File: config.mk
export PLATFORM = sky130hd
export DESIGN_NAME = frame_buffer
export DESIGN_NICKNAME = d
export VERILOG_FILES = /design/src/hdl/frame_pkg.sv /design/src/hdl/rcv_pkg.sv /design/src/hdl/frame_buffer.sv
export SDC_FILE = /design/constraint.sdc
export NUM_CORES = 2
export LEC_CHECK = 0
export ABC_CLOCK_PERIOD_IN_PS = 2050
export BUFFER_PORTS_ARGS = -buffer_cell sky130_fd_sc_hd__buf_2
export CAP_MARGIN = 5
export CORE_MARGIN = 3
export CORE_UTILIZATION = 55
export CTS_BUF_LIST = sky130_fd_sc_hd__clkbuf_8
export CTS_CLUSTER_SIZE = 20
export DETAILED_ROUTE_END_ITERATION = 12
export HOLD_SLACK_MARGIN = 0.1
export PLACE_DENSITY = 0.79
export RECOVER_POWER = 100
export SKIP_LAST_GASP = 1
export SYNTH_ARGS = -nofsm -noshare
export SYNTH_HDL_FRONTEND = slang
export SYNTH_SLANG_ARGS = --single-unit
File: constraint.sdc
create_clock -name clk -period 2.05 [get_ports clk]
set_input_delay 0 -clock clk [delete_from_list [all_inputs] [get_ports clk]]
set_output_delay 0 -clock clk [all_outputs]
set_load 0.05 [all_outputs]
File: src/hdl/frame_pkg.sv
package frame_pkg;

    // one octet on the air and in the buffer
    typedef logic [7:0] byte_t;

    // frame type byte, third octet of every frame
    typedef enum logic [7:0] {
        data_plain   = 8'd0,
        data_checked = 8'd1,
        data_ack_req = 8'd2,
        ack          = 8'd3
    } frame_type_e;

    // destination accepted by every station
    localparam byte_t BROADCAST_ADDR = 8'h2A;

    // field positions counted from the destination byte
    localparam int DEST_OFFSET = 0;
    localparam int SRC_OFFSET  = 1;
    localparam int TYPE_OFFSET = 2;

    // dest, source, type and fcs with an empty payload
    localparam int MIN_FRAME_LEN = 4;

    // crc-8, x^8 + x^2 + x + 1, zero init, msb first
    localparam byte_t CRC_POLY = 8'h07;
    localparam byte_t CRC_INIT = 8'h00;

endpackage

File: src/hdl/rcv_pkg.sv
package rcv_pkg;

    import frame_pkg::*;

    // frame store size
    localparam int BUF_DEPTH  = 512;
    localparam int BUF_ADDR_W = 9;

    typedef logic [BUF_ADDR_W-1:0] buf_addr_t;

    // byte receiver output, valid is a one-cycle strobe
    typedef struct packed {
        logic  cardet;
        logic  valid;
        byte_t data;
    } rx_in_t;

    typedef struct packed {
        logic      en;
        buf_addr_t addr;
        byte_t     data;
    } buf_wr_t;

    typedef struct packed {
        logic      en;
        buf_addr_t addr;
    } buf_rd_t;

    // delivery stream toward the uart
    typedef struct packed {
        logic  rvalid;
        byte_t rdata;
    } rd_out_t;

    typedef enum logic [2:0] {
        idle,
        store,
        fetch_type,
        decide,
        fetch_byte,
        present
    } rcv_state_e;

endpackage

File: src/hdl/frame_buffer.sv
`timescale 1ns/1ps

module frame_buffer
    import frame_pkg::*;
    import rcv_pkg::*;
(
    input  logic    clk,
    input  buf_wr_t wr,
    input  buf_rd_t rd,
    output byte_t   rd_data
);

    byte_t mem [BUF_DEPTH];

    always_ff @(posedge clk) begin
        if (wr.en) begin
            mem[wr.addr] <= wr.data;
        end
    end

    // registered read port holds its output between reads
    always_ff @(posedge clk) begin
        if (rd.en) begin
            rd_data <= mem[rd.addr];
        end
    end

    // a read in the same cycle as a write to that address returns stale data
    a_no_rw_collision : assert property (
        @(posedge clk) !(wr.en && rd.en && (wr.addr == rd.addr))
    ) else $error("frame_buffer: read and write to address %0d together", wr.addr);

endmodule

==> results.cfg <==
[floorplan]
start_util_pct = 55.4
dieArea_um2 = 297000
die_x_um = 545
fp.coreArea_um2 = 289000
fp-row-count = 197
io_pins = 37
die_h_um = 545

[sta]
max-slew-margin-rel_pct = -16.2
hold_viol = 0
finalCritPeriodShare_pct = 125
tns_ns = -572.04
worst_clock_skew_ns = 0.0893
finalSetupViolations = 4337
fin_ws_ns = -0.504
rsz0062_at_grt = true
fin_crit_ns = 2.55
drv_slew = 77
max_freq_mhz = 392
worst_slew_pin_slew_ns = 1.74

[critical_path]
critPathRequiredTime_ns = 2.77
criticalPathCategory = in2reg
cpMostUsedCell = dlygate4sd3_1
cp-start-kind = input port
cp-end-kind = flop
crit_chain = dlygate4sd3_1 -> dlygate4sd3_1 -> buf_2 -> clkbuf_2
path_delay_family = buffers and inverters
path_buf_inv = 4
cp.arrival_ns = 3.27
critPathSlowestCell = buf_2
critical_path.max_fanout = 35
max_stage_delay_ns = 1.22

[global_route]
grtUsageTotal_pct = 28.4
grt.overflow.total = 0
grt_pass1_vias = 92449
grt_max_degree = 115
grt_pass1_wl_mm = 621
antenna_found_initial = 20

[synth]
synth_edf_count = 4104
synth_nets = 8059
syn_avg_cell_area_um2 = 19.9
syn-instance-count = 8030
synth_xor_area_share_pct = 0
synth_compound_area_share_pct = 4.31
ys.flop_type = edfxtp_1
synth_top_family_by_area = multiplexers
synthAdderAreaFrac_pct = 0
yosysUniqueCellTypes = 50
yosysWarnings = 0
seq_area_frac_synth_pct = 77.0
ys_ff_latch = 4104
syn_area_um2 = 160000
async_flop_share_pct = 0
synthSimpleGateAreaFrac_pct = 2.63
muxShareOfSynthArea_pct = 14.2

[status]
outcome = finished with violations
violations = max-capacitance violations, max-slew violations, negative setup slack

[routing]
dr.pass1.iters = 6
num_vias = 91118
wirelength_mm = 428
antenna_left = 0
routedWlPerCell_um = 30.4
drc_errors = 0
viasPerCell = 6.47
first_iter_violations = 13907

[clocking]
cts_max_path_buffers = 4
clkLatencyLatePin_ns = 1.09
path_clk_slew_ns = 0.07
cts_tree = built
cts_sinks = 4104
cts.htree.levels = 6
cts_root_buffer = clkbuf_8
cts_made_buffers = 623

[job]
cap_violations = 1

[placement]
dpl_cell_area_um2 = 176000
post-place-ws_ns = -1.51
port_buffers = 36
finalWeightedCongestion = 0.975
hpwl_mm = 273

[finish]
stdcell_area_um2 = 187000
area_growth_syn_to_layout_pct = 16.8
drive_above_1_share_pct = 29.6
mostFrequentLayoutCells = edfxtp_1 (4,104), buf_4 (1,077), mux2i_1 (793)
nets = 9758
layout_commonest_cell = edfxtp_1
utilization_pct = 64.7

[pwr]
irDropWorstVdd_uv = 596
power.density_nw_per_um2 = 876
p_leak_nw = 62.9

[hold_path]
holdCritPathClass = in2reg
==> worst reg2reg max path, stage by stage, from the launching register on <==
cell	delay, ns
edfxtp_1	0.39
mux4_2	0.49
mux2i_1	0.26
nor2_1	0.17
buf_4	0.17
nor3_1	0.46
o41ai_1	0.16
o2111a_1	0.17
==> cell families after synthesis <==
group / after synthesis
flip-flops: 4104
multiplexers: 1451
AND/OR/NAND/NOR: 980
AO/OA/AOI/OAI: 979
buffers and inverters: 516
==> per-stage QoR <==
| step | cells | power, W | hold slack [ns] |
|---|---|---|---|
| 6_report | 14086 | 0.164 | 0.221 |
| 5_1_grt | 14081 | 0.168 | 0.169 |
| 4_1_cts | 14070 | 0.164 | 0.111 |
| 3_5_place_dp | 12941 | 0.104 | 0.407 |
| 3_3_place_gp | 12941 | 0.104 | 0.413 |
| 2_1_floorplan | 8030 | 0.0987 | 0.0989 |
==> what timing repair did <==
action / CTS / global route
hold endpoints to repair: 7583 / 128
hold buffers: 45 / 1
pin swaps: 42 / 30
gates resized for setup: 104 / 51
setup buffers: 0 / 5
endpoints found under the setup margin: 12 / 129
==> path summary, 6_finish.rpt <==
check / depth (start not counted) / end / startpoint / slack, ns
worst max-delay path: 4 / mem[383][2] / wr[2] / -0.50
worst min-delay path: 6 / rd_data[5] / rd[3] / 0.22
worst max register to register: 7 / rd_data[2] / mem[446][2] / -0.50
worst min register to register: 6 / rd_data[6] / mem[155][6] / 1.28
==> registers in the layout (all words and copies together), names as in the netlist <==
signal   count
rd_data      8
mem       4096
==> cell usage after synthesis (5+ instances only) <==
| library cell | instances | area, um^2 |
|---|---|---|
| edfxtp_1 | 4104 | 123000 |
| mux2i_1 | 797 | 7980 |
| mux4_2 | 654 | 14700 |
| nor2_1 | 597 | 2240 |
| o221ai_1 | 371 | 3250 |
| clkbuf_1 | 265 | 995 |
| a21oi_1 | 194 | 971 |
| o22ai_1 | 163 | 1020 |
| o21ai_0 | 118 | 591 |
| nand2_1 | 111 | 417 |
| nor3_1 | 109 | 546 |
| buf_4 | 70 | 526 |
| buf_6 | 64 | 721 |
| a22oi_1 | 61 | 458 |
| buf_2 | 57 | 285 |
| buf_1 | 41 | 154 |
| nand3_1 | 36 | 180 |
| nor4_1 | 36 | 225 |
| nand4_1 | 32 | 200 |
| and2_1 | 20 | 125 |
| a211oi_1 | 17 | 128 |
| o31ai_1 | 13 | 97.6 |
| buf_8 | 11 | 165 |
| nor3b_1 | 8 | 60.1 |
| o2111a_1 | 8 | 90.1 |
| o41ai_1 | 7 | 61.3 |
| nor2b_1 | 6 | 37.5 |
| or3_1 | 6 | 37.5 |
| a22o_1 | 5 | 43.8 |
| buf_12 | 5 | 100 |
| o311ai_0 | 5 | 43.8 |
==> routing by layer <==
metal | vias up | global-route usage [%] | wire, um
li1 | 36951 | - | -
met1 | 45829 | 37.6 | 145000
met2 | 7017 | 43.6 | 200000
met3 | 1319 | 7.08 | 57000
met4 | 2 | 15.5 | 26600
met5 | - | 0 | 13
==> area by class of cell <==
class                   instances  area [um^2]
flip-flops and latches       4104       123000
fillers                     18043       102000
multi-input cells            3410        34700
repair buffers               1587        12900
clock buffers                 633         8710
well taps                    3880         4850
clock inverters               457         2400
diodes                         12         30.0
inverters                       3         18.8
==> where the power goes <==
group / internal (W) / switching (W) / total (W)
clock: 0.0300 / 0.0312 / 0.0612
combinational: 0.00364 / 0.00627 / 0.00992
sequential: 0.0925 / 0.0000809 / 0.0926
total: 0.126 / 0.0376 / 0.164
Power figures use the tool's default switching activity.
