File: src/hdl/frame_pkg.sv
package frame_pkg;

    // one octet on the air and in the buffer
    typedef logic [7:0] byte_t;

    // frame type byte, third octet of every frame
    typedef enum logic [7:0] {
        data_plain   = 8'd0,
        data_checked = 8'd1,
        data_ack_req = 8'd2,
        ack          = 8'd3
    } frame_type_e;

    // destination accepted by every station
    localparam byte_t BROADCAST_ADDR = 8'h2A;

    // field positions counted from the destination byte
    localparam int DEST_OFFSET = 0;
    localparam int SRC_OFFSET  = 1;
    localparam int TYPE_OFFSET = 2;

    // dest, source, type and fcs with an empty payload
    localparam int MIN_FRAME_LEN = 4;

    // crc-8, x^8 + x^2 + x + 1, zero init, msb first
    localparam byte_t CRC_POLY = 8'h07;
    localparam byte_t CRC_INIT = 8'h00;

endpackage

File: src/hdl/rcv_pkg.sv
package rcv_pkg;

    import frame_pkg::*;

    // frame store size
    localparam int BUF_DEPTH  = 512;
    localparam int BUF_ADDR_W = 9;

    typedef logic [BUF_ADDR_W-1:0] buf_addr_t;

    // byte receiver output, valid is a one-cycle strobe
    typedef struct packed {
        logic  cardet;
        logic  valid;
        byte_t data;
    } rx_in_t;

    typedef struct packed {
        logic      en;
        buf_addr_t addr;
        byte_t     data;
    } buf_wr_t;

    typedef struct packed {
        logic      en;
        buf_addr_t addr;
    } buf_rd_t;

    // delivery stream toward the uart
    typedef struct packed {
        logic  rvalid;
        byte_t rdata;
    } rd_out_t;

    typedef enum logic [2:0] {
        idle,
        store,
        fetch_type,
        decide,
        fetch_byte,
        present
    } rcv_state_e;

endpackage

File: src/hdl/rcv_controller.sv
`timescale 1ns/1ps

module rcv_controller
    import frame_pkg::*;
    import rcv_pkg::*;
(
    input  logic    clk,
    input  logic    rst,
    input  byte_t   mac_addr,
    input  rx_in_t  rx,
    input  logic    rrdy,
    input  byte_t   rd_data,
    input  logic    fcs_ok,
    output buf_wr_t wr,
    output buf_rd_t rd,
    output logic    crc_clear,
    output rd_out_t rd_out,
    output logic    ack_needed,
    output logic    ack_received,
    output byte_t   rerrcount
);

    rcv_state_e state, state_nxt;

    buf_addr_t         wr_addr;
    buf_addr_t         rd_addr;
    logic [BUF_ADDR_W:0] frame_len;
    logic [BUF_ADDR_W:0] last_idx;
    byte_t             dest_q;
    logic              overflow;
    logic              mid_frame;

    logic        rx_byte;
    logic        addr_match;
    logic        accept;
    logic        store_byte;
    logic        frame_short;
    logic        err_step;
    logic        deliver;
    frame_type_e frame_type;

    always_comb begin
        rx_byte    = rx.valid && rx.cardet;
        addr_match = (rx.data == mac_addr) || (rx.data == BROADCAST_ADDR);
        // only the first byte after carrier rises is an address
        accept     = (state == idle) && rx_byte && !mid_frame && addr_match;
        store_byte = (state == store) && rx_byte && (frame_len < BUF_DEPTH);
        last_idx   = frame_len - 1'b1;
        frame_type = frame_type_e'(rd_data);
        frame_short = (frame_len < MIN_FRAME_LEN) || overflow;
    end

    // buffer and crc side
    always_comb begin
        wr.en   = accept || store_byte;
        wr.addr = accept ? '0 : wr_addr;
        wr.data = rx.data;

        rd.en   = (state == fetch_type) || (state == fetch_byte);
        rd.addr = (state == fetch_type) ? buf_addr_t'(TYPE_OFFSET) : rd_addr;

        // decide also clears so a frame right after it starts from zero
        crc_clear = ((state == idle) && !accept) || (state == decide);
    end

    // rd_data holds the type byte during decide
    always_comb begin
        err_step     = 1'b0;
        deliver      = 1'b0;
        ack_needed   = 1'b0;
        ack_received = 1'b0;
        if (state == decide) begin
            if (frame_short) begin
                err_step = 1'b1;
            end else begin
                case (frame_type)
                    data_plain: begin
                        deliver = 1'b1;
                    end
                    data_checked: begin
                        deliver  = fcs_ok;
                        err_step = !fcs_ok;
                    end
                    data_ack_req: begin
                        deliver  = fcs_ok;
                        err_step = !fcs_ok;
                        // no ack for broadcast copies
                        ack_needed = fcs_ok && (dest_q == mac_addr)
                                     && (dest_q != BROADCAST_ADDR);
                    end
                    ack: begin
                        ack_received = fcs_ok;
                        err_step     = !fcs_ok;
                    end
                    default: begin
                        // unknown types are dropped quietly
                    end
                endcase
            end
        end
    end

    always_comb begin
        state_nxt = state;
        case (state)
            idle: begin
                if (accept) begin
                    state_nxt = store;
                end
            end
            store: begin
                if (!rx.cardet) begin
                    state_nxt = fetch_type;
                end
            end
            fetch_type: begin
                state_nxt = decide;
            end
            decide: begin
                state_nxt = deliver ? fetch_byte : idle;
            end
            fetch_byte: begin
                state_nxt = present;
            end
            present: begin
                // fcs byte at last_idx is never sent
                if (rrdy) begin
                    if ({1'b0, rd_addr} == last_idx) begin
                        state_nxt = idle;
                    end else begin
                        state_nxt = fetch_byte;
                    end
                end
            end
            default: begin
                state_nxt = idle;
            end
        endcase
    end

    assign rd_out.rvalid = (state == present);
    assign rd_out.rdata  = rd_data;

    always_ff @(posedge clk) begin
        if (rst) begin
            state     <= idle;
            wr_addr   <= '0;
            rd_addr   <= '0;
            frame_len <= '0;
            overflow  <= 1'b0;
            mid_frame <= 1'b0;
            rerrcount <= '0;
        end else begin
            state <= state_nxt;

            if (!rx.cardet) begin
                mid_frame <= 1'b0;
            end else if (rx.valid) begin
                mid_frame <= 1'b1;
            end

            if (accept) begin
                wr_addr   <= buf_addr_t'(1);
                frame_len <= 1'b1;
                overflow  <= 1'b0;
            end else if (store_byte) begin
                wr_addr   <= wr_addr + 1'b1;
                frame_len <= frame_len + 1'b1;
            end

            // remaining bytes are lost once the buffer is full
            if ((state == store) && rx_byte && (frame_len == BUF_DEPTH)) begin
                overflow <= 1'b1;
            end

            if (state == decide) begin
                rd_addr <= '0;
            end else if (state == fetch_byte) begin
                rd_addr <= rd_addr + 1'b1;
            end

            if (err_step && (rerrcount != 8'hFF)) begin
                rerrcount <= rerrcount + 1'b1;
            end
        end
    end

    always_ff @(posedge clk) begin
        if (accept) begin
            dest_q <= rx.data;
        end
    end

    // a presented byte stays until the sink takes it
    a_rvalid_held : assert property (
        @(posedge clk) disable iff (rst)
        rd_out.rvalid && !rrdy |=> rd_out.rvalid
    ) else $error("rcv_controller: rvalid dropped before handshake");

    a_rdata_stable : assert property (
        @(posedge clk) disable iff (rst)
        rd_out.rvalid && !rrdy |=> $stable(rd_out.rdata)
    ) else $error("rcv_controller: rdata changed under back-pressure");

    // delivery never fetches the fcs byte or anything past it
    a_fetch_in_frame : assert property (
        @(posedge clk) disable iff (rst)
        (state == fetch_byte) |-> ({1'b0, rd_addr} < last_idx)
    ) else $error("rcv_controller: fetch beyond the last payload byte");

endmodule

File: config.mk
export PLATFORM = sky130hd
export DESIGN_NAME = rcv_controller
export DESIGN_NICKNAME = d
export VERILOG_FILES = /design/src/hdl/frame_pkg.sv /design/src/hdl/rcv_pkg.sv /design/src/hdl/rcv_controller.sv
export SDC_FILE = /design/constraint.sdc
export NUM_CORES = 1
export LEC_CHECK = 0
export ABC_AREA = 1
export ABC_CLOCK_PERIOD_IN_PS = 2500
export BUFFER_PORTS_ARGS = -buffer_cell sky130_fd_sc_hd__buf_2
export CAP_MARGIN = 5
export CORE_MARGIN = 2
export CORE_UTILIZATION = 50
export DETAILED_ROUTE_END_ITERATION = 16
export PLACE_DENSITY = 0.76
export SYNTH_ARGS = -nofsm -noshare
export SYNTH_HDL_FRONTEND = slang
export SYNTH_SLANG_ARGS = --single-unit
File: constraint.sdc
create_clock -name clk -period 2.5 [get_ports clk]
set_input_delay 0.625 -clock clk [delete_from_list [all_inputs] [get_ports clk]]
set_output_delay 0.625 -clock clk [all_outputs]
set_load 0.02 [all_outputs]
==> PnR_summary.wiki <==
{| class="wikitable"
! Metric !! Value
|-
| Status || completed
|-
| Critical Path Sink || ack_needed
|-
| Worst supply voltage drop on vdd || 244 uV
|-
| Maximum clock frequency || 417 MHz
|-
| Master cell of the clock root buffer || clkbuf_8
|-
| Final setup slack of the worst path || 0.101 ns
|-
| Core Footprint || 6240 um^2
|-
| Congestion Overflow GR || 0
|-
| Overall die area || 7010 um^2
|-
| Family of cells with the greatest summed delay on the critical path || compound AO/OA/AOI/OAI gates
|-
| Leak pwr || 1.75 nW
|-
| Detailed Routing Iterations Pass 1 || 4
|-
| TritonCTS clock tree || done
|-
| Routability congestion estimate || 0.864
|-
| Reg2reg path depth || 13
|-
| Most frequent standard cell in the layout excluding fill and tap cells || nand2_1
|-
| Number of setup violations in the final report || 0
|-
| Ordered cell list for the critical path || buf_2, inv_1, nand2_1, o21ai_0, a2111oi_1, nand2_1, a211oi_1, buf_2
|-
| Power density normalized to cell area || 378 nW/um^2
|-
| Top fanout value on the critical path || 3
|-
| Via count || 3089
|-
| Dominant register cell in the synthesized netlist || dfxtp_1
|-
| Total Neg Setup Slack || 0 ns
|-
| Count of synthesis-stage warnings from yosys || 0
|-
| Layout Skew || 0.00613 ns
|-
| Mean number of vias per cell || 5.01
|-
| WP buf/inv || 3
|-
| Layout cells sized above 1 || 23.7%
|-
| Slowest stage cell on the critical path || a2111oi_1
|-
| Number of nets in the finished design || 574
|-
| Reg2reg start || frame_len[0]
|-
| Synthesis-to-finish area growth || 14.8%
|-
| H-tree levels || 2
|-
| Avg Synthesized Cell Area || 6.75 um^2
|-
| First-pass GRT wire length || 11.8 mm
|-
| Pin slew with the least headroom to its limit || 0.407 ns
|-
| Syn Inst Count || 471
|-
| Number of unique standard cell types used by synthesis || 44
|-
| Fraction of registers with async set/reset || 0%
|-
| Hold-critical path depth || 2
|-
| Pin count of the biggest net entering global routing || 16
|-
| Number of maximum-capacitance violations || 0
|-
| Reg2reg setup slack || 0.59 ns
|-
| Clock latency reported for the late side of the worst-skew pair || 0.30 ns
|-
| Number of flip-flops and latches in the synthesized netlist || 49
|-
| Placement-stage worst setup slack || 0.0251 ns
|-
| Count of flip-flops with a built-in enable after synthesis || 8
|-
| Required time worst endpoint || 1.88 ns
|-
| Buffer depth of the longest clock path || 2
|-
| Critical path startpoint || mac_addr[1]
|-
| Number of global-route vias before repair || 2789
|-
| Wire length after detailed routing || 7.09 mm
|-
| Final period util || 95.9%
|-
| Syn Std Cell Area || 3180 um^2
|-
| Inserted Clock Buffers || 5
|-
| 1st-iter DRT viols || 101
|-
| Nets in the synthesized netlist || 506
|-
| Total number of placement rows || 29
|-
| Worst reg2reg path endpoint || state[2]
|-
| Overall Global Routing Usage || 20.3%
|-
| Overall power of the completed layout || 0.00138 W
|-
| Commonest cells after routing, fill and taps aside || nand2_1, buf_2, inv_1, nor2_1, dfxtp_1
|-
| Arrival time of data at the critical path endpoint || 1.77 ns
|-
| DP Wirelength || 5.59 mm
|-
| Number of endpoints with negative hold slack in the final report || 0
|-
| Post CTS Setup Buffer Count || 0
|-
| Worst hold-check path type || register to register
|-
| Clock tree sinks || 49
|-
| Crit Path Category || primary input to output port
|-
| Number of ports placed on the die boundary || 78
|-
| Post-DR wirelength/cell || 11.5 um
|-
| Worst-path clk slew || 0.08 ns
|-
| Antenna violations before repair || 0
|-
| Total number of cells along the worst setup path || 8
|-
| Delay of the slowest cell on the worst path || 0.39 ns
|-
| Fraction of the yosys area taken by sequential cells || 33.4%
|-
| Placed insts || 608
|-
| IO buf count || 77
|-
| Initial standard-cell utilization of the core || 50.9%
|-
| Number of non-filler instances in the completed layout || 617
|-
| Ant diodes || 0
|-
| Remaining antenna violation count || 0
|-
| Min Tclk post-route || 2.40 ns
|-
| Width of the chip || 83.7 um
|-
| Launching element type of the critical path || primary input
|-
| Vertical die dimension || 83.7 um
|-
| Critical path capture point type || output port
|-
| Number of DRC violations after detailed routing || 0
|-
| Count of final max-slew check failures || 0
|-
| Slew HR || 72.8%
|}
[layer usage]
| metal | track usage [%] | part of all wire (%) | vias to the layer above |
|---|---|---|---|
| met3 | 4.15 | 5.3 | 15 |
| met4 | 7.77 | 2.0 | 0 |
| met1 | 24.3 | 45 | 1368 |
| met2 | 35.5 | 48 | 88 |
| li1 | - | - | 1618 |
| met5 | 0 | 0 | - |
[layout make-up]
| type | count | area (um^2) |
|---|---|---|
| Clock buffer | 8 | 80.1 |
| Tap cell | 77 | 96.3 |
| Timing Repair Buffer | 82 | 423 |
| Fill cell | 593 | 2590 |
| Inverter | 76 | 294 |
| Sequential cell | 49 | 1060 |
| Multi-Input combinational cell | 324 | 1690 |
| Timing Repair inverter | 1 | 5.00 |
[what timing repair did]
item	4_1_cts	5_1_grt
hold endpoints to repair	0	0
resized for setup	0	8
hold buffers	0	0
endpoints found under the setup margin	0	11
[cells by family after synthesis]
kind of cell	count (synthesis)	synth area share, %
AO/OA/AOI/OAI	63	11.4
XOR/XNOR	14	3.86
AND/OR/NAND/NOR	242	35.5
buffers and inverters	98	13.9
flip-flops	49	33.4
adder cells (fa/ha/maj)	5	1.97
[state kept, by name (all words and copies together) (netlist names)]
name / flops
state: 3
rd_addr: 9
wr_addr: 9
overflow: 1
frame_len: 10
dest_q: 8
rerrcount: 8
mid_frame: 1
[cells in the mapped netlist (2+ instances only)]
cell type	n	area share, %
a211oi_1	2	0.47
a21oi_1	27	4.3
a31oi_1	3	0.59
buf_2	4	0.63
buf_4	16	3.8
clkinv_1	3	0.35
dfxtp_1	41	26
edfxtp_1	8	7.6
ha_1	5	2.0
inv_1	67	7.9
inv_2	5	0.59
nand2_1	116	14
nand2_2	3	0.59
nand3_1	23	3.6
nand4_1	7	1.4
nor2_1	62	7.3
nor2_2	6	1.2
nor2_4	3	1.1
nor3_1	5	0.79
nor3_2	3	0.94
nor3_4	3	1.5
nor4_1	2	0.39
nor4_2	2	0.79
o21a_1	2	0.47
o21ai_0	15	2.4
o21ai_1	3	0.47
o21bai_1	2	0.47
o22ai_1	2	0.39
o41ai_1	2	0.55
or2_2	3	0.59
xnor2_1	7	1.9
xor2_1	7	1.9
[metrics by stage]
stage | cell area, um^2 | hold WS, ns | utilization, %
6_report | 3650 | 0.470 | 58.5
5_1_grt | 3650 | 0.490 | 58.5
4_1_cts | 3620 | 0.473 | 58.0
3_5_place_dp | 3540 | 0.460 | 56.8
3_3_place_gp | 3540 | 0.448 | 56.8
2_1_floorplan | 3180 | 0.439 | -
[tightest hold or removal path, stage by stage, from the launching register on]
cell and delay (ns):
dfxtp_1 0.33, inv_1 0.05, a21oi_1 0.05
[power breakdown]
| part | total (W) | switching (W) | internal (W) |
|---|---|---|---|
| logic | 0.000120 | 0.0000749 | 0.0000455 |
| registers | 0.000801 | 0.000000707 | 0.000801 |
| clock network | 0.000458 | 0.000258 | 0.000199 |
[worst min path at each step]
stage                  from      endpoint
2_1_floorplan    wr_addr[8]    wr_addr[8]
3_3_place_gp   rerrcount[4]  rerrcount[4]
3_5_place_dp   rerrcount[4]  rerrcount[4]
4_1_cts          wr_addr[8]    wr_addr[8]
5_1_grt          wr_addr[8]    wr_addr[8]
6_report       rerrcount[4]  rerrcount[4]
Note: power is estimated with default switching activity, not from simulation.
